--- src/source/i2cPkg.sv ---
// Shared types, APB register map and signal bundles of the APB I2C master, imported by each module
package i2cPkg;

	////////////////////////////////////////////////////////////
	// Widths with a meaning
	////////////////////////////////////////////////////////////
	typedef logic [31:0] apbAddr_t;
	typedef logic [31:0] apbData_t;
	typedef logic [7:0]  i2cByte_t;
	typedef logic [6:0]  slaveAddr_t;
	// Bytes per transfer, 1 to 15, zero runs as one
	typedef logic [3:0]  byteCount_t;
	// SCL quarter-bit divider
	typedef logic [13:0] divider_t;

	////////////////////////////////////////////////////////////
	// Register offsets
	////////////////////////////////////////////////////////////
	// Write pushes the transmit FIFO
	localparam apbAddr_t TX_DATA_ADDR = 32'd0;
	// Read pops the receive FIFO
	localparam apbAddr_t RX_DATA_ADDR = 32'd4;
	// Bit 0 start, bit 1 read, bits 8..2 slave address, bits 12..9 byte count
	localparam apbAddr_t CONFIG_ADDR  = 32'd8;
	// Bits 13..0 divider
	localparam apbAddr_t DIVIDER_ADDR = 32'd12;
	// Bit 0 busy, 1 NACK, 2 TX empty, 3 RX empty, 4 RX full
	localparam apbAddr_t STATUS_ADDR  = 32'd16;

	////////////////////////////////////////////////////////////
	// Bundles
	////////////////////////////////////////////////////////////
	// APB request from the processor side
	typedef struct packed {
		logic     sel;
		logic     enable;
		logic     write;
		apbAddr_t addr;
		apbData_t wdata;
	} apbReq_t;

	// Transfer command, latched by the master on start
	typedef struct packed {
		slaveAddr_t slaveAddr;
		logic       read;
		byteCount_t byteCount;
	} i2cCmd_t;

	// Master status, nack pulses one cycle on a missing acknowledge
	typedef struct packed {
		logic busy;
		logic nack;
	} i2cStatus_t;

endpackage

--- src/source/apbI2cTop.sv ---
// Top level of the APB I2C master, instantiated by the testbench with open-drain SCL and SDA
`timescale 1ns/1ps

module apbI2cTop import i2cPkg::*;
#(
	parameter int FIFO_DEPTH = 4
)
(
	input  logic     PCLK,
	input  logic     PRESETn,
	input  apbReq_t  apbReq,
	input  logic     sdaIn,
	output apbData_t PRDATA,
	output logic     PREADY,
	output logic     PSLVERR,
	output logic     intTx,
	output logic     intRx,
	output logic     sclLow,
	output logic     sdaLow
);
	// Transmit path
	logic txPush;
	logic txPop;
	logic txFull;
	logic txEmpty;
	i2cByte_t txInByte;
	i2cByte_t txHeadByte;
	// Receive path
	logic rxPush;
	logic rxPop;
	logic rxFull;
	logic rxEmpty;
	i2cByte_t rxInByte;
	i2cByte_t rxHeadByte;
	// Control between registers and master
	logic startPulse;
	logic run;
	logic tick;
	i2cCmd_t cmd;
	i2cStatus_t status;
	divider_t divider;

	////////////////////////////////////////////////////////////
	// Register block
	////////////////////////////////////////////////////////////
	apbRegs regs (
		.PCLK(PCLK), .PRESETn(PRESETn), .apbReq(apbReq), .rxByte(rxHeadByte),
		.txFull(txFull), .txEmpty(txEmpty), .rxFull(rxFull), .rxEmpty(rxEmpty),
		.status(status), .PRDATA(PRDATA), .PREADY(PREADY), .PSLVERR(PSLVERR),
		.txPush(txPush), .txByte(txInByte), .rxPop(rxPop), .startPulse(startPulse),
		.cmd(cmd), .divider(divider), .intTx(intTx), .intRx(intRx)
	);

	////////////////////////////////////////////////////////////
	// FIFOs, same depth both ways
	////////////////////////////////////////////////////////////
	byteFifo #(.DEPTH(FIFO_DEPTH)) txFifo (
		.PCLK(PCLK), .PRESETn(PRESETn), .push(txPush), .pushByte(txInByte),
		.pop(txPop), .popByte(txHeadByte), .full(txFull), .empty(txEmpty)
	);

	byteFifo #(.DEPTH(FIFO_DEPTH)) rxFifo (
		.PCLK(PCLK), .PRESETn(PRESETn), .push(rxPush), .pushByte(rxInByte),
		.pop(rxPop), .popByte(rxHeadByte), .full(rxFull), .empty(rxEmpty)
	);

	// Bit timing
	sclTimer timer (
		.PCLK(PCLK), .PRESETn(PRESETn), .run(run), .divider(divider), .tick(tick)
	);

	// Bus sequencer
	i2cMasterFsm master (
		.PCLK(PCLK), .PRESETn(PRESETn), .startPulse(startPulse), .cmd(cmd),
		.tick(tick), .txByte(txHeadByte), .txEmpty(txEmpty), .rxFull(rxFull),
		.sdaIn(sdaIn), .run(run), .txPop(txPop), .rxByte(rxInByte),
		.rxPush(rxPush), .status(status), .sclLow(sclLow), .sdaLow(sdaLow)
	);

endmodule

--- src/source/apbRegs.sv ---
// APB slave register block: FIFO strobes, configuration, status, error response and interrupts
`timescale 1ns/1ps

module apbRegs import i2cPkg::*;
(
	input  logic       PCLK,
	input  logic       PRESETn,
	input  apbReq_t    apbReq,
	input  i2cByte_t   rxByte,
	input  logic       txFull,
	input  logic       txEmpty,
	input  logic       rxFull,
	input  logic       rxEmpty,
	input  i2cStatus_t status,
	output apbData_t   PRDATA,
	output logic       PREADY,
	output logic       PSLVERR,
	output logic       txPush,
	output i2cByte_t   txByte,
	output logic       rxPop,
	output logic       startPulse,
	output i2cCmd_t    cmd,
	output divider_t   divider,
	output logic       intTx,
	output logic       intRx
);
	logic access;
	logic hitTx;
	logic hitRx;
	logic hitCfg;
	logic hitDiv;
	logic hitStat;
	logic errAccess;
	logic wrAccess;
	logic rdAccess;
	logic nackSticky;

	////////////////////////////////////////////////////////////
	// Access decode
	////////////////////////////////////////////////////////////
	// Zero wait states, every access phase completes at once
	assign access = apbReq.sel && apbReq.enable;
	assign PREADY = access;

	assign hitTx = (apbReq.addr == TX_DATA_ADDR);
	assign hitRx = (apbReq.addr == RX_DATA_ADDR);
	assign hitCfg = (apbReq.addr == CONFIG_ADDR);
	assign hitDiv = (apbReq.addr == DIVIDER_ADDR);
	assign hitStat = (apbReq.addr == STATUS_ADDR);

	// Push to full TX, pop of empty RX, or unmapped offset
	assign errAccess = access && ((apbReq.write && hitTx && txFull)
		|| (!apbReq.write && hitRx && rxEmpty)
		|| !(hitTx || hitRx || hitCfg || hitDiv || hitStat));
	assign PSLVERR = errAccess;

	// Erroring accesses leave all state alone
	assign wrAccess = access && apbReq.write && !errAccess;
	assign rdAccess = access && !apbReq.write && !errAccess;

	// FIFO strobes
	assign txPush = wrAccess && hitTx;
	assign txByte = apbReq.wdata[7:0];
	assign rxPop = rdAccess && hitRx;

	// Interrupt lines
	assign intTx = txEmpty;
	assign intRx = !rxEmpty;

	////////////////////////////////////////////////////////////
	// Configuration and sticky status
	////////////////////////////////////////////////////////////
	always_ff @(posedge PCLK)
	begin
		if (!PRESETn)
		begin
			cmd <= '0;
			divider <= '0;
			startPulse <= 1'b0;
			nackSticky <= 1'b0;
		end
		else
		begin
			startPulse <= 1'b0;
			// Command fields frozen while a transfer runs
			if (wrAccess && hitCfg && !status.busy)
			begin
				cmd.read <= apbReq.wdata[1];
				cmd.slaveAddr <= apbReq.wdata[8:2];
				cmd.byteCount <= apbReq.wdata[12:9];
				startPulse <= apbReq.wdata[0];
			end
			if (wrAccess && hitDiv)
				divider <= apbReq.wdata[13:0];
			// New NACK wins over a clearing CONFIG write
			if (status.nack)
				nackSticky <= 1'b1;
			else if (wrAccess && hitCfg)
				nackSticky <= 1'b0;
		end
	end

	////////////////////////////////////////////////////////////
	// Read data
	////////////////////////////////////////////////////////////
	always_comb
	begin
		PRDATA = '0;
		if (rdAccess)
		begin
			case (apbReq.addr)
				RX_DATA_ADDR: PRDATA = {24'd0, rxByte};
				CONFIG_ADDR: PRDATA = {19'd0, cmd.byteCount, cmd.slaveAddr, cmd.read, 1'b0};
				DIVIDER_ADDR: PRDATA = {18'd0, divider};
				STATUS_ADDR: PRDATA = {27'd0, rxFull, rxEmpty, txEmpty, nackSticky, status.busy};
				default: PRDATA = '0;
			endcase
		end
	end

endmodule

--- src/source/byteFifo.sv ---
// Synchronous byte FIFO with full and empty flags, used for the transmit and receive paths
`timescale 1ns/1ps

module byteFifo import i2cPkg::*;
#(
	parameter int DEPTH = 4
)
(
	input  logic     PCLK,
	input  logic     PRESETn,
	input  logic     push,
	input  i2cByte_t pushByte,
	input  logic     pop,
	output i2cByte_t popByte,
	output logic     full,
	output logic     empty
);
	// Pointer needs at least one bit, count must reach DEPTH
	localparam int PTR_W = (DEPTH > 1) ? $clog2(DEPTH) : 1;
	localparam int CNT_W = $clog2(DEPTH + 1);

	i2cByte_t mem [DEPTH];
	logic [PTR_W-1:0] wrPtr;
	logic [PTR_W-1:0] rdPtr;
	logic [CNT_W-1:0] count;
	logic doPush;
	logic doPop;

	// Overflow and underflow requests are dropped
	assign doPush = push && !full;
	assign doPop = pop && !empty;

	// Flags follow the registered occupancy
	assign full = (count == CNT_W'(DEPTH));
	assign empty = (count == '0);
	// Head entry always visible
	assign popByte = mem[rdPtr];

	// Storage
	always_ff @(posedge PCLK)
	begin
		if (doPush)
			mem[wrPtr] <= pushByte;
	end

	// Pointers and occupancy
	always_ff @(posedge PCLK)
	begin
		if (!PRESETn)
		begin
			wrPtr <= '0;
			rdPtr <= '0;
			count <= '0;
		end
		else
		begin
			// Wrap at DEPTH so any depth works
			if (doPush)
				wrPtr <= (wrPtr == PTR_W'(DEPTH - 1)) ? '0 : wrPtr + 1'b1;
			if (doPop)
				rdPtr <= (rdPtr == PTR_W'(DEPTH - 1)) ? '0 : rdPtr + 1'b1;
			// Simultaneous push and pop keeps the count
			case ({doPush, doPop})
				2'b10: count <= count + 1'b1;
				2'b01: count <= count - 1'b1;
				default: count <= count;
			endcase
		end
	end

endmodule

--- src/source/i2cMasterFsm.sv ---
// I2C master sequencer: START, address, data with acknowledge and STOP, on quarter-bit ticks
`timescale 1ns/1ps

module i2cMasterFsm import i2cPkg::*;
(
	input  logic       PCLK,
	input  logic       PRESETn,
	input  logic       startPulse,
	input  i2cCmd_t    cmd,
	input  logic       tick,
	input  i2cByte_t   txByte,
	input  logic       txEmpty,
	input  logic       rxFull,
	input  logic       sdaIn,
	output logic       run,
	output logic       txPop,
	output i2cByte_t   rxByte,
	output logic       rxPush,
	output i2cStatus_t status,
	output logic       sclLow,
	output logic       sdaLow
);
	typedef enum logic [2:0] {
		sIdle, sStart, sAddrBits, sAddrAck, sLoad, sDataBits, sDataAck, sStop
	} masterState_t;

	masterState_t state;
	// Quarter of the current bit, 0 and 1 with SCL low, 2 and 3 high
	logic [1:0] phase;
	logic [2:0] bitCnt;
	byteCount_t byteCnt;
	i2cByte_t shiftReg;
	logic readMode;
	logic ackBit;
	logic busy;
	logic nackPulse;
	logic readData;
	logic masterAck;
	logic lastByte;

	assign run = busy;
	assign status.busy = busy;
	assign status.nack = nackPulse;
	// Received byte is taken straight from the shifter
	assign rxByte = shiftReg;
	// Slave drives data bits on reads
	assign readData = (state == sDataBits) && readMode;
	// Master drives the acknowledge on reads
	assign masterAck = (state == sDataAck) && readMode;
	assign lastByte = (byteCnt == byteCount_t'(1));

	always_ff @(posedge PCLK)
	begin
		if (!PRESETn)
		begin
			state <= sIdle;
			phase <= '0;
			bitCnt <= '0;
			byteCnt <= '0;
			readMode <= 1'b0;
			ackBit <= 1'b0;
			busy <= 1'b0;
			nackPulse <= 1'b0;
			txPop <= 1'b0;
			rxPush <= 1'b0;
			sclLow <= 1'b0;
			sdaLow <= 1'b0;
		end
		else
		begin
			// Single-cycle strobes
			txPop <= 1'b0;
			rxPush <= 1'b0;
			nackPulse <= 1'b0;
			// Phase wraps every four ticks in all active states
			if (tick && state != sIdle && state != sLoad)
				phase <= phase + 1'b1;
			case (state)
				sIdle:
				begin
					// Latch the command so it may change during the transfer
					if (startPulse)
					begin
						busy <= 1'b1;
						state <= sStart;
						phase <= '0;
						bitCnt <= 3'd7;
						shiftReg <= {cmd.slaveAddr, cmd.read};
						readMode <= cmd.read;
						byteCnt <= (cmd.byteCount == '0) ? byteCount_t'(1) : cmd.byteCount;
					end
				end
				sStart:
				begin
					// SDA falls while SCL is high, then SCL falls
					if (tick && phase == 2'd2)
						sdaLow <= 1'b1;
					if (tick && phase == 2'd3)
					begin
						sclLow <= 1'b1;
						state <= sAddrBits;
					end
				end
				sAddrBits, sDataBits:
				begin
					if (tick)
					begin
						case (phase)
							// Drive or release SDA with SCL low
							2'd0: sdaLow <= readData ? 1'b0 : !shiftReg[bitCnt];
							2'd1: sclLow <= 1'b0;
							// Third tick samples the slave
							2'd2:
							begin
								if (readData)
									shiftReg[bitCnt] <= sdaIn;
							end
							default:
							begin
								sclLow <= 1'b1;
								bitCnt <= bitCnt - 1'b1;
								if (bitCnt == 3'd0)
								begin
									rxPush <= readData;
									state <= (state == sAddrBits) ? sAddrAck : sDataAck;
								end
							end
						endcase
					end
				end
				sAddrAck, sDataAck:
				begin
					if (tick)
					begin
						case (phase)
							// ACK all read bytes but the last
							2'd0: sdaLow <= masterAck && !lastByte;
							2'd1: sclLow <= 1'b0;
							2'd2: ackBit <= sdaIn;
							default:
							begin
								sclLow <= 1'b1;
								if (!masterAck && ackBit)
								begin
									// Refused by the slave, finish with STOP
									nackPulse <= 1'b1;
									state <= sStop;
								end
								else if (state == sAddrAck)
									state <= sLoad;
								else if (lastByte)
									state <= sStop;
								else
								begin
									byteCnt <= byteCnt - 1'b1;
									state <= sLoad;
								end
							end
						endcase
					end
				end
				sLoad:
				begin
					// SCL stays low until the FIFO side is ready
					// then the first quarter of bit 7 is done here
					if (tick && (readMode ? !rxFull : !txEmpty))
					begin
						phase <= 2'd1;
						bitCnt <= 3'd7;
						state <= sDataBits;
						if (readMode)
							sdaLow <= 1'b0;
						else
						begin
							shiftReg <= txByte;
							sdaLow <= !txByte[7];
							txPop <= 1'b1;
						end
					end
				end
				default:
				begin
					// STOP: SDA low, SCL up, SDA up
					if (tick)
					begin
						case (phase)
							2'd0: sdaLow <= 1'b1;
							2'd1: sclLow <= 1'b0;
							2'd2: sdaLow <= 1'b0;
							default:
							begin
								busy <= 1'b0;
								state <= sIdle;
							end
						endcase
					end
				end
			endcase
		end
	end

endmodule

--- src/source/sclTimer.sv ---
// Quarter-bit tick generator for the I2C master, free-running while a transfer is active
`timescale 1ns/1ps

module sclTimer import i2cPkg::*;
(
	input  logic     PCLK,
	input  logic     PRESETn,
	input  logic     run,
	input  divider_t divider,
	output logic     tick
);
	// Down-counter, sits at the reload value while stopped
	divider_t count;

	always_ff @(posedge PCLK)
	begin
		if (!PRESETn)
		begin
			count <= '0;
			tick <= 1'b0;
		end
		else
		begin
			// One tick per divider+1 cycles
			tick <= run && (count == '0);
			// Reload on terminal count or when idle
			if (!run || count == '0)
				count <= divider;
			else
				count <= count - 1'b1;
		end
	end

	// First tick lands divider+1 cycles after run rises
	// since the count already holds the reload value
	// and tick is registered one cycle behind terminal count
	// Four ticks make one SCL bit

endmodule

--- config.mk ---
export PLATFORM = sky130hd
export DESIGN_NAME = apbI2cTop
export DESIGN_NICKNAME = d
export VERILOG_FILES = /design/src/source/i2cPkg.sv /design/src/source/apbI2cTop.sv /design/src/source/apbRegs.sv /design/src/source/byteFifo.sv /design/src/source/i2cMasterFsm.sv /design/src/source/sclTimer.sv
export SDC_FILE = /design/constraint.sdc
export NUM_CORES = 1
export LEC_CHECK = 0
export BUFFER_PORTS_ARGS = -buffer_cell sky130_fd_sc_hd__buf_2
export CORE_MARGIN = 2
export CORE_UTILIZATION = 50
export CTS_CLUSTER_DIAMETER = 80
export CTS_CLUSTER_SIZE = 20
export DETAILED_ROUTE_END_ITERATION = 10
export GPL_TIMING_DRIVEN = 0
export PLACE_DENSITY = 0.76
export SLEW_MARGIN = 15
export SYNTH_ARGS = -nofsm -noshare
export SYNTH_HDL_FRONTEND = slang
export SYNTH_SLANG_ARGS = --single-unit
--- constraint.sdc ---
create_clock -name PCLK -period 7.25 [get_ports PCLK]
set_clock_uncertainty 0.1 [all_clocks]
set_input_delay 0 -clock PCLK [delete_from_list [all_inputs] [get_ports PCLK]]
set_output_delay 0 -clock PCLK [all_outputs]
set_load 0.1 [all_outputs]
After elaboration in Yosys (flattened, before gate mapping)
Memories as Yosys holds them, arrays and structs flattened. A register that Yosys moved wholly into a read port is not among the register bits.
Cells that the tools add are included.
{ "word_totals": {"regBits": 85, "ram_bits": 64, "in_bits": 70, "output_inout_bits": 38, "elab_cells": 273, "n_memories": 2} }
{ "classes": {"n_addsub": 12, "magnitude_cmp": 2, "eq_ne": 46, "n_mux": 87, "bitwise": 8, "n_reduce_logical": 89} }
{ "memory_table": {"columns": ["name", "depth", "word_bits", "rd", "rd_ports_with_merged_regs", "write_ports", "line", "source"], "rows": [
  ["rxFifo.mem", 4, 8, 1, 1, 1, "byteFifo.sv:22", "i2cByte_t mem [DEPTH];"],
  ["txFifo.mem", 4, 8, 1, 1, 1, "byteFifo.sv:22", null]
]} }
{ "ops": {"columns": ["cell", "n"], "rows": [
  ["== test 32 x 4 -> 1 bit, second input constant", 2],
  ["one-hot mux 14 bit (4 select lines)", 1],
  ["2-to-1 mux 3 bit", 17],
  ["2-to-1 mux 8 bit", 6],
  ["== test 32 x 3 -> 1 bit, second input constant", 1],
  ["== test 32 x 5 -> 1 bit, second input constant", 1],
  ["zero test 32 bit", 1],
  ["2-to-1 mux 32 bit", 1],
  ["logical AND 1 bit", 30],
  ["2-to-1 mux 4 bit", 7],
  ["2-to-1 mux 1 bit", 27],
  ["2-to-1 mux 2 bit", 12],
  ["one-hot mux 8 bit (3 select lines)", 1],
  ["inequality test 2 x 1 -> 1 bit, second input constant", 10],
  ["inequality test 2 bit, second input constant", 10],
  ["== test 2 bit, second input constant", 8],
  ["== test 3 bit, second input constant", 5],
  ["one-hot mux 3 bit (5 select lines)", 1],
  ["zero test 14 bit", 1],
  ["2-to-1 mux 14 bit", 1],
  ["subtractor 14 x 1 -> 14 bit, second input constant", 1],
  ["zero test 1 bit", 12],
  ["zero test 3 bit", 4],
  ["one-hot mux 3 bit (2 select lines)", 2],
  ["other kinds (42)", 82]
]} }

Depth between registers and ports, before layout
Gate-level depths: netlist of run 1.
{ "depth": {"depth_word": 14, "mapped_depth": 10, "mapped_depth_nobuf": 10} }

Cells and area by module
Synthesis of run 1 repeated with hierarchy kept, for this count alone.
{ "unflattened": {"cells_unflattened": 815, "hier_area_um2": 8289.2} }
{ "by_module_without_submodules": {"columns": ["mod", "n_inst", "cells_per_inst", "area_each_um2", "seq_area_each_um2"], "rows": [
  ["byteFifo", 2, 98, 1644.1, 1141.1],
  ["i2cMasterFsm", 1, 303, 2326.0, 640.6],
  ["apbRegs", 1, 221, 1861.8, 560.5],
  ["sclTimer", 1, 95, 813.3, 300.3]
]} }

Worst setup path before layout of run 1
Ideal clock, no wire load.
{ "synth_path": {"path_type": "register to output", "startpoint": "reg txFifo.count[0]", "endpoint": "out PRDATA[2]", "t_arrival_ns": 4.425, "required_time_ns": 7.150, "slack_ns": 2.725, "stages_incl_launch_ff": 6, "n_path_buf": 0, "cell_sequence": "dfxtp_1 -> nor3_1 -> a22oi_1 -> nor3_1 -> a21oi_1 -> a21oi_1"} }
{ "synth_between": {"word_cells_on_any_way": 10, "classes_between": "eq/ne: 1; mux: 2; reduce/logical: 7"} }
{ "synth_lines": {"columns": ["item", "line", "source"], "rows": [
  ["start: declaration", "byteFifo.sv:25", "logic [CNT_W-1:0] count;"],
  ["start signal: assignment", "byteFifo.sv:64", "2'b10: count <= count + 1'b1;"],
  ["start signal: assignment", "byteFifo.sv:65", "2'b01: count <= count - 1'b1;"],
  ["start signal: assignment", "byteFifo.sv:66", "default: count <= count;"],
  ["zero test 3 bit", "byteFifo.sv:35", "assign empty = (count == '0);"],
  ["named net intTx", "apbI2cTop.sv:16", "output logic intTx,"],
  ["one-hot mux 14 bit (4 select lines)", "apbRegs.sv:111", "case (apbReq.addr)"],
  ["2-to-1 mux 32 bit", "apbRegs.sv:109", "if (rdAccess)"],
  ["end: declaration", "apbI2cTop.sv:13", "output apbData_t PRDATA,"]
]} }
The timed path passes the listed nets, and every way through them passes these cells.

Worst setup path after layout of run 1
{ "layout_path": {"startpoint": "reg rxFifo.count[0]", "endpoint": "reg rxFifo.count[2]"} }
{ "layout_between": {"elab_chain_len": 11, "word_cells_on_any_way": 19, "classes_between": "add/sub: 2; eq/ne: 3; mux: 1; reduce/logical: 13"} }
{ "layout_lines": {"columns": ["item", "line", "source"], "rows": [
  ["start: declaration", "byteFifo.sv:25", null],
  ["start signal: assignment", "byteFifo.sv:64", null],
  ["start signal: assignment", "byteFifo.sv:65", null],
  ["start signal: assignment", "byteFifo.sv:66", null],
  ["zero test 3 bit", "byteFifo.sv:35", null],
  ["logical AND 1 bit", "apbRegs.sv:53", "|| (!apbReq.write && hitRx && rxEmpty)"],
  ["logical OR 1 bit", "apbRegs.sv:53", null],
  ["logical OR 1 bit", "apbRegs.sv:54", "|| !(hitTx || hitRx || hitCfg || hitDiv || hitStat));"],
  ["logical AND 1 bit", "apbRegs.sv:52", "assign errAccess = access && ((apbReq.write && hitTx && txFull)"],
  ["zero test 1 bit", "apbRegs.sv:59", "assign rdAccess = access && !apbReq.write && !errAccess;"],
  ["logical AND 1 bit", "apbRegs.sv:59", null],
  ["logical AND 1 bit", "apbRegs.sv:64", "assign rxPop = rdAccess && hitRx;"],
  ["logical AND 1 bit", "byteFifo.sv:31", "assign doPop = pop && !empty;"],
  ["== test 2 x 1 -> 1 bit / == test 2 bit (equally long branches)", "byteFifo.sv:63", "case ({doPush, doPop})"],
  ["one-hot mux 3 bit (2 select lines) / nonzero test 2 bit (equally long branches)", null, null]
]} }
Several ways; a longest one is shown, not always the timed one.
A chain may end at the register's enable or synchronous reset.

==> impl_metrics.tcl, run 1 <==
set metrics [dict create \
    grt_overflow 0 \
    cts_buffer_depth 2 \
    max_stage_delay_ps 530 \
    reg2reg_to "rxFifo.count[2]" \
    htree_num_levels 4 \
    timing.slew.headroom 0.437 \
    synthTopCellsByCount "104 x nor2_1, 81 x dfxtp_1, 72 x edfxtp_1, 49 x mux2i_1, 31 x a21oi_1" \
    antenna_left 0 \
    seq_area_frac_synth 0.485 \
    worstSetupPathType "reg -> reg" \
    yosys_warnings 0 \
    whs_ps 41.5 \
    synth_top_area_cell "edfxtp_1" \
    worstSetupEndpointType "register" \
    drt_wl_total_mm 19.9 \
    hp-start "apbReq[66]" \
    finalHoldViolations 0 \
    groute.usage.overall 0.248 \
    vias 6092 \
    status "finished, final reports clean" \
    wl_per_cell_microns 18.6 \
    peakVddDrop_mv 0.153 \
    drtIter0Drc 588 \
    grt_pass1_vias 5748 \
    clock.fmax_ghz 0.365 \
    p_leak_nw 3.52 \
    path_cells "nor3_1 > inv_1 > nand2_1 > nor4_4 > ha_1 > fa_1 > xnor2_1 > or3_1 > a21oi_1" \
    area_growth_pct 18.8 \
    combPwrFrac 0.060 \
    routed_via_density 5.71 \
    insertion_delay_ps 430 \
    drive_gt1_frac 0.207 \
    fin_nets 937 \
    antennaDiodeCount 0 \
    row_count 45 \
    power.share.clock 0.466 \
    report.final.slew_viol_count 0 \
    period_needed_ps 2740 \
    drc_errors 0 \
    n_fill_cell 1238 \
    p_sw_frac 0.237 \
    cts_made_buffers 17 \
    dieArea_sq_mm 0.0166 \
    min_period_over_period 0.378 \
    hp-class "in -> reg" \
    tightest_slew_ps 844 \
    clockRootBuffer "clkbuf_16" \
    async_flop_share 0 \
    p_int_mw 1.45 \
    fp.dieH_microns 129 \
    grt_first_pass_wirelength_mm 31.0 \
    initial_core_util 0.512 \
    crit_slowest_cell "nor3_1" \
    hpwl_mm 14.5 \
    antenna_found_initial 0 \
    synth_area_leaders "edfxtp_1 28%, dfxtp_1 21%, mux2i_1 6.3%" \
    synth_area_sq_mm 0.00781 \
    r2r_start "rxFifo.count[0]" \
    seqPwrFrac 0.474 \
    syn_avg_cell_area_sq_um 10.9 \
    setup.reg_to_reg.worst_slack_ps 4510 \
    hold_path_end "regs.startPulse" \
    cts.sinks 153 \
    yosysUniqueCellTypes 72 \
    place_ws_ps 4510 \
    core-area_sq_mm 0.0153 \
    synth_edf_count 72 \
    power.switching_uw 449 \
    synth_most_common_cell "nor2_1" \
    fin_cells 1067 \
    clkSlewWorstSetupHoldPaths_ps 70 \
    place_inst 1016 \
    ioPinCount 108 \
    layout_setup_ws_ps 4510 \
    cp.required_ps 7510 \
    gp_congestion 0.980 \
    cp.arrival_ps 2990 \
    yosysTopAreaCellShare 0.277 \
    cts_tree "done" \
    p_total_mw 1.90 \
    r2r_cells 9 \
    port_buffers 70 \
    ys_ff_latch 153 \
    die_width_microns 129 \
    worst-path-max-fanout 5 \
    setup_viol 0 \
    cts.repair.resized 0 \
    synthFlopType "dfxtp_1" \
    rsz0062_at_grt "false" \
    dr.pass1.iters 6 \
    hold_depth 4 \
    setup-tns-final_ps 0 \
    drv_cap 0 \
    pwr_density_cell_mw_per_mm2 205 \
    grt_max_degree 17 \
    synthCells 717 \
    startpoint_type "register" \
]
-- stage by stage --
stage                     area, sq um   util
after floorplan                  7870      -
after global placement           8490  0.556
after detailed placement         8500  0.557
after CTS                        9280  0.608
after global routing             9280  0.608
final                            9280  0.608
-- layout make-up --
| class | instances | area, sq um | area share |
|---|---|---|---|
| plain buffers | 52 | 287 | 0.0309 |
| clock buffers | 19 | 443 | 0.0477 |
| clock inverters | 13 | 144 | 0.0155 |
| inverters | 27 | 101 | 0.0109 |
| multi-input cells | 502 | 3710 | 0.400 |
| flip-flops and latches | 153 | 3780 | 0.408 |
| well taps | 211 | 264 | 0.0285 |
| repair buffers | 90 | 548 | 0.0591 |
-- worst max path at each step --
stage / slack, ps / from / to
2_1_floorplan: 2720 / txFifo.count[0] / PRDATA[2]
5_1_grt: 4440 / register / PRDATA[0]
3_5_place_dp: 4510 / apbReq[52] / txFifo.count[2]
3_3_place_gp: 4220 / master.state[0] / master.rxByte[6]
4_1_cts: 4550 / register / PRDATA[0]
6_report: 4510 / rxFifo.count[0] / rxFifo.count[2]
-- state kept, by name, summed over array words and instances (netlist names), 3 cells and up, named ones only --
register and flops:
timer.count 14, rxFifo.mem 32, regs.divider 14, master.rxByte 8
master.state 3, master.byteCnt 4, txFifo.mem 32, master.bitCnt 3
txFifo.count 3, rxFifo.count 3, regs.cmd 12
-- layer usage --
layer | vias up | part of all wire | track usage
li1 | 2860 | - | -
met1 | 2928 | 0.43 | 0.327
met2 | 270 | 0.47 | 0.402
met3 | 34 | 0.083 | 0.0624
met4 | 0 | 0.021 | 0.0818
met5 | - | 0 | 0
-- cell usage in the layout (no fill, tap or decap), types with 6 or more instances in the layout --
cell	instances
nor2_1	104
dfxtp_1	81
buf_2	77
edfxtp_1	72
mux2i_1	49
a21oi_1	31
nand2_1	29
inv_1	27
clkbuf_1	23
ha_1	22
nor3_1	19
buf_4	19
dlygate4sd3_1	19
nand3_1	18
conb_1	18
clkbuf_16	17
o21ai_0	16
mux4_2	16
a211oi_1	16
and3_1	10
nand2b_1	9
xor2_1	9
xnor2_1	9
nor4_4	7
nor2b_1	7
a22oi_1	7
a221o_1	7
or3_1	7
nor4_1	7
a31oi_1	6
nor3b_1	6
-- critical path, delay by kind of cell (launching register included) --
| family | cells | cell delay, ps |
|---|---|---|
| AND/OR/NAND/NOR | 4 | 1070 |
| adder cells (fa/ha/maj) | 2 | 620 |
| flip-flops | 1 | 370 |
| buffers and inverters | 1 | 220 |
| XOR/XNOR | 1 | 150 |
| AO/OA/AOI/OAI | 1 | 140 |
-- timing repair --
action,4_1_cts,5_1_grt
endpoints found under the setup margin,0,0
hold buffers,19,0
setup buffers,0,0
endpoints found under the hold margin,64,0
-- power groups by stage --
| stage | combinational [mW] | clock (mW) | sequential, mW |
|---|---|---|---|
| floorplan | 0.0708 | 0 | 0.918 |
| global placement | 0.104 | 0 | 0.918 |
| detailed placement | 0.105 | 0 | 0.918 |
| CTS | 0.113 | 0.891 | 0.899 |
| global route | 0.119 | 0.927 | 0.898 |
| finish | 0.114 | 0.885 | 0.899 |
-- kinds of logic (layout without fill, tap and decap cells) --
logic type      Yosys count  after routing  share of synthesized area
compound gates          112            112                     0.0971
mux                      70             70                      0.116
simple gates            260            260                      0.191
other cells               1             18                   0.000480
buf+inv                  79            201                     0.0497
fa+ha+maj                24             24                     0.0404
flops                   153            153                      0.485
xor+xnor                 18             18                     0.0202
Power figures use the tool's default switching activity.
==> inputs of run 2 (changes only) <==
Clock period 7.25 ns to 2.84 ns, I/O delays scaled along.
==> run 2 against run 1 <==
Final area decreased by 0.22%; critical path depth increased by 1; via count decreased by 0.43%; hold slack got worse by 29 ps; flip-flop and latch count unchanged; cell count about the same.
==> impl_metrics.tcl, run 2 (same netlist as run 1, synthesis figures left out) <==
set metrics [dict create \
    status "finished, final reports clean" \
    ioPinCount 108 \
    place_ws_ps 101 \
    core-area_sq_mm 0.0153 \
    wl_per_cell_microns 18.7 \
    drv_cap 0 \
    crit_slowest_cell "or3b_2" \
    cts.sinks 153 \
    cp.arrival_ps 2890 \
    drt_wl_total_mm 19.9 \
    pwr_density_cell_mw_per_mm2 508 \
    drtIter0Drc 469 \
    cts_buffer_depth 2 \
    routed_via_density 5.69 \
    clock.fmax_ghz 0.379 \
    grt_first_pass_wirelength_mm 31.2 \
    vias 6066 \
    cp.required_ps 3090 \
    hold_path_end "regs.startPulse" \
    rsz0062_at_grt "false" \
    insertion_delay_ps 430 \
    hp-class "in -> reg" \
    port_buffers 70 \
    timing.slew.headroom 0.453 \
    cp_num_buf_inv 2 \
    startpoint_type "register" \
    dr.pass1.iters 5 \
    max_stage_delay_ps 520 \
    worst-path-max-fanout 7 \
    hp-start "apbReq[66]" \
    hold_depth 4 \
    grt_overflow 0 \
    die_width_microns 129 \
    cts_made_buffers 17 \
    setup.reg_to_reg.worst_slack_ps 200 \
    r2r_cells 10 \
    r2r_start "txFifo.count[2]" \
    min_period_over_period 0.928 \
    cts.repair.resized 0 \
    groute.usage.overall 0.249 \
    tightest_slew_ps 821 \
    dieArea_sq_mm 0.0166 \
    clkSlewWorstSetupHoldPaths_ps 60 \
    reg2reg_to "txFifo.count[2]" \
    cts_tree "done" \
    whs_ps 12.9 \
    report.final.slew_viol_count 0 \
    antenna_found_initial 1 \
    worstSetupEndpointType "register" \
    crit_family "simple AND/OR/NAND/NOR gates" \
    htree_num_levels 4 \
    period_needed_ps 2640 \
    clockRootBuffer "clkbuf_16" \
    finalHoldViolations 0 \
    row_count 45 \
    setup_viol 0 \
    drive_gt1_frac 0.212 \
    initial_core_util 0.512 \
    n_fill_cell 1249 \
    worstSetupPathType "reg -> reg" \
    fin_nets 936 \
    reg_top3 "rxFifo.mem: 32 flops, txFifo.mem: 32 flops" \
    antennaDiodeCount 0 \
    drc_errors 0 \
    path_cells "or3b_2 > nand2_1 > nor4_4 > inv_1 > ha_1 > inv_1 > fa_1 > xor2_1 > or3_1 > a21oi_1" \
    antenna_left 0 \
    final_cell_mix "104 x nor2_1, 81 x dfxtp_1, 77 x buf_2" \
    grt_pass1_vias 5725 \
    p_leak_nw 3.51 \
    area_growth_pct 18.6 \
    layout_setup_ws_ps 204 \
    grt_max_degree 17 \
    final_common_cell "nor2_1" \
    fp.dieH_microns 129 \
    cp_common_cell "inv_1" \
    gp_congestion 0.939 \
    peakVddDrop_mv 0.373 \
    hpwl_mm 14.4 \
]
## run 2: cell type report
type	instances	area (sq um)	share of cell area
inverter	27	101	0.0109
timing repair buffer	89	538	0.0581
sequential	153	3780	0.409
buffer	52	287	0.0310
tap	211	264	0.0285
clock inverter	13	113	0.0122
clock buffer	19	443	0.0479
multi-input combinational	502	3730	0.403
## run 2: through the flow
stage | power (mW) | utilization | instances | cell area (sq um) | setup TNS, ps
2_1_floorplan | 2.52 | - | 734 | 7890 | 0
3_3_place_gp | 2.61 | 0.558 | 1015 | 8510 | -909
3_5_place_dp | 2.61 | 0.558 | 1016 | 8520 | 0
4_1_cts | 4.72 | 0.607 | 1066 | 9260 | 0
5_1_grt | 4.82 | 0.607 | 1066 | 9260 | 0
6_report | 4.70 | 0.607 | 1066 | 9260 | 0
## run 2: how the worst max path moves through the flow
stage,start,cells after the start,to
after floorplan,register,5,PRDATA[0]
after global placement,master.state[0],4,master.rxByte[6]
after detailed placement,apbReq[39],11,txFifo.count[2]
after CTS,register,6,PRDATA[0]
after global routing,register,6,PRDATA[0]
final,txFifo.count[2],10,txFifo.count[2]
## run 2: per-layer routing
| metal | up-vias | GRT usage | share of wire |
|---|---|---|---|
| met5 | - | 0 | 0.00065 |
| met4 | 2 | 0.0799 | 0.025 |
| met3 | 43 | 0.0595 | 0.079 |
| met2 | 255 | 0.401 | 0.47 |
| met1 | 2909 | 0.335 | 0.43 |
| li1 | 2857 | - | - |
## run 2: where the power goes
part,switching [mW],total [mW],internal [mW]
logic,0.212,0.289,0.0775
clock network,0.952,2.12,1.16
registers,0.0000000000304,2.29,2.29
## run 2: repair_timing
action | 4_1_cts | 5_1_grt
hold buffers | 18 | 0
endpoints found under the hold margin | 64 | 0
buffers inserted | 0 | 0
## run 2: tightest hold or removal path, cell delays in order
cell	delay, ps
buf_2	120
nand4b_2	140
nor4_1	70
and3_1	160
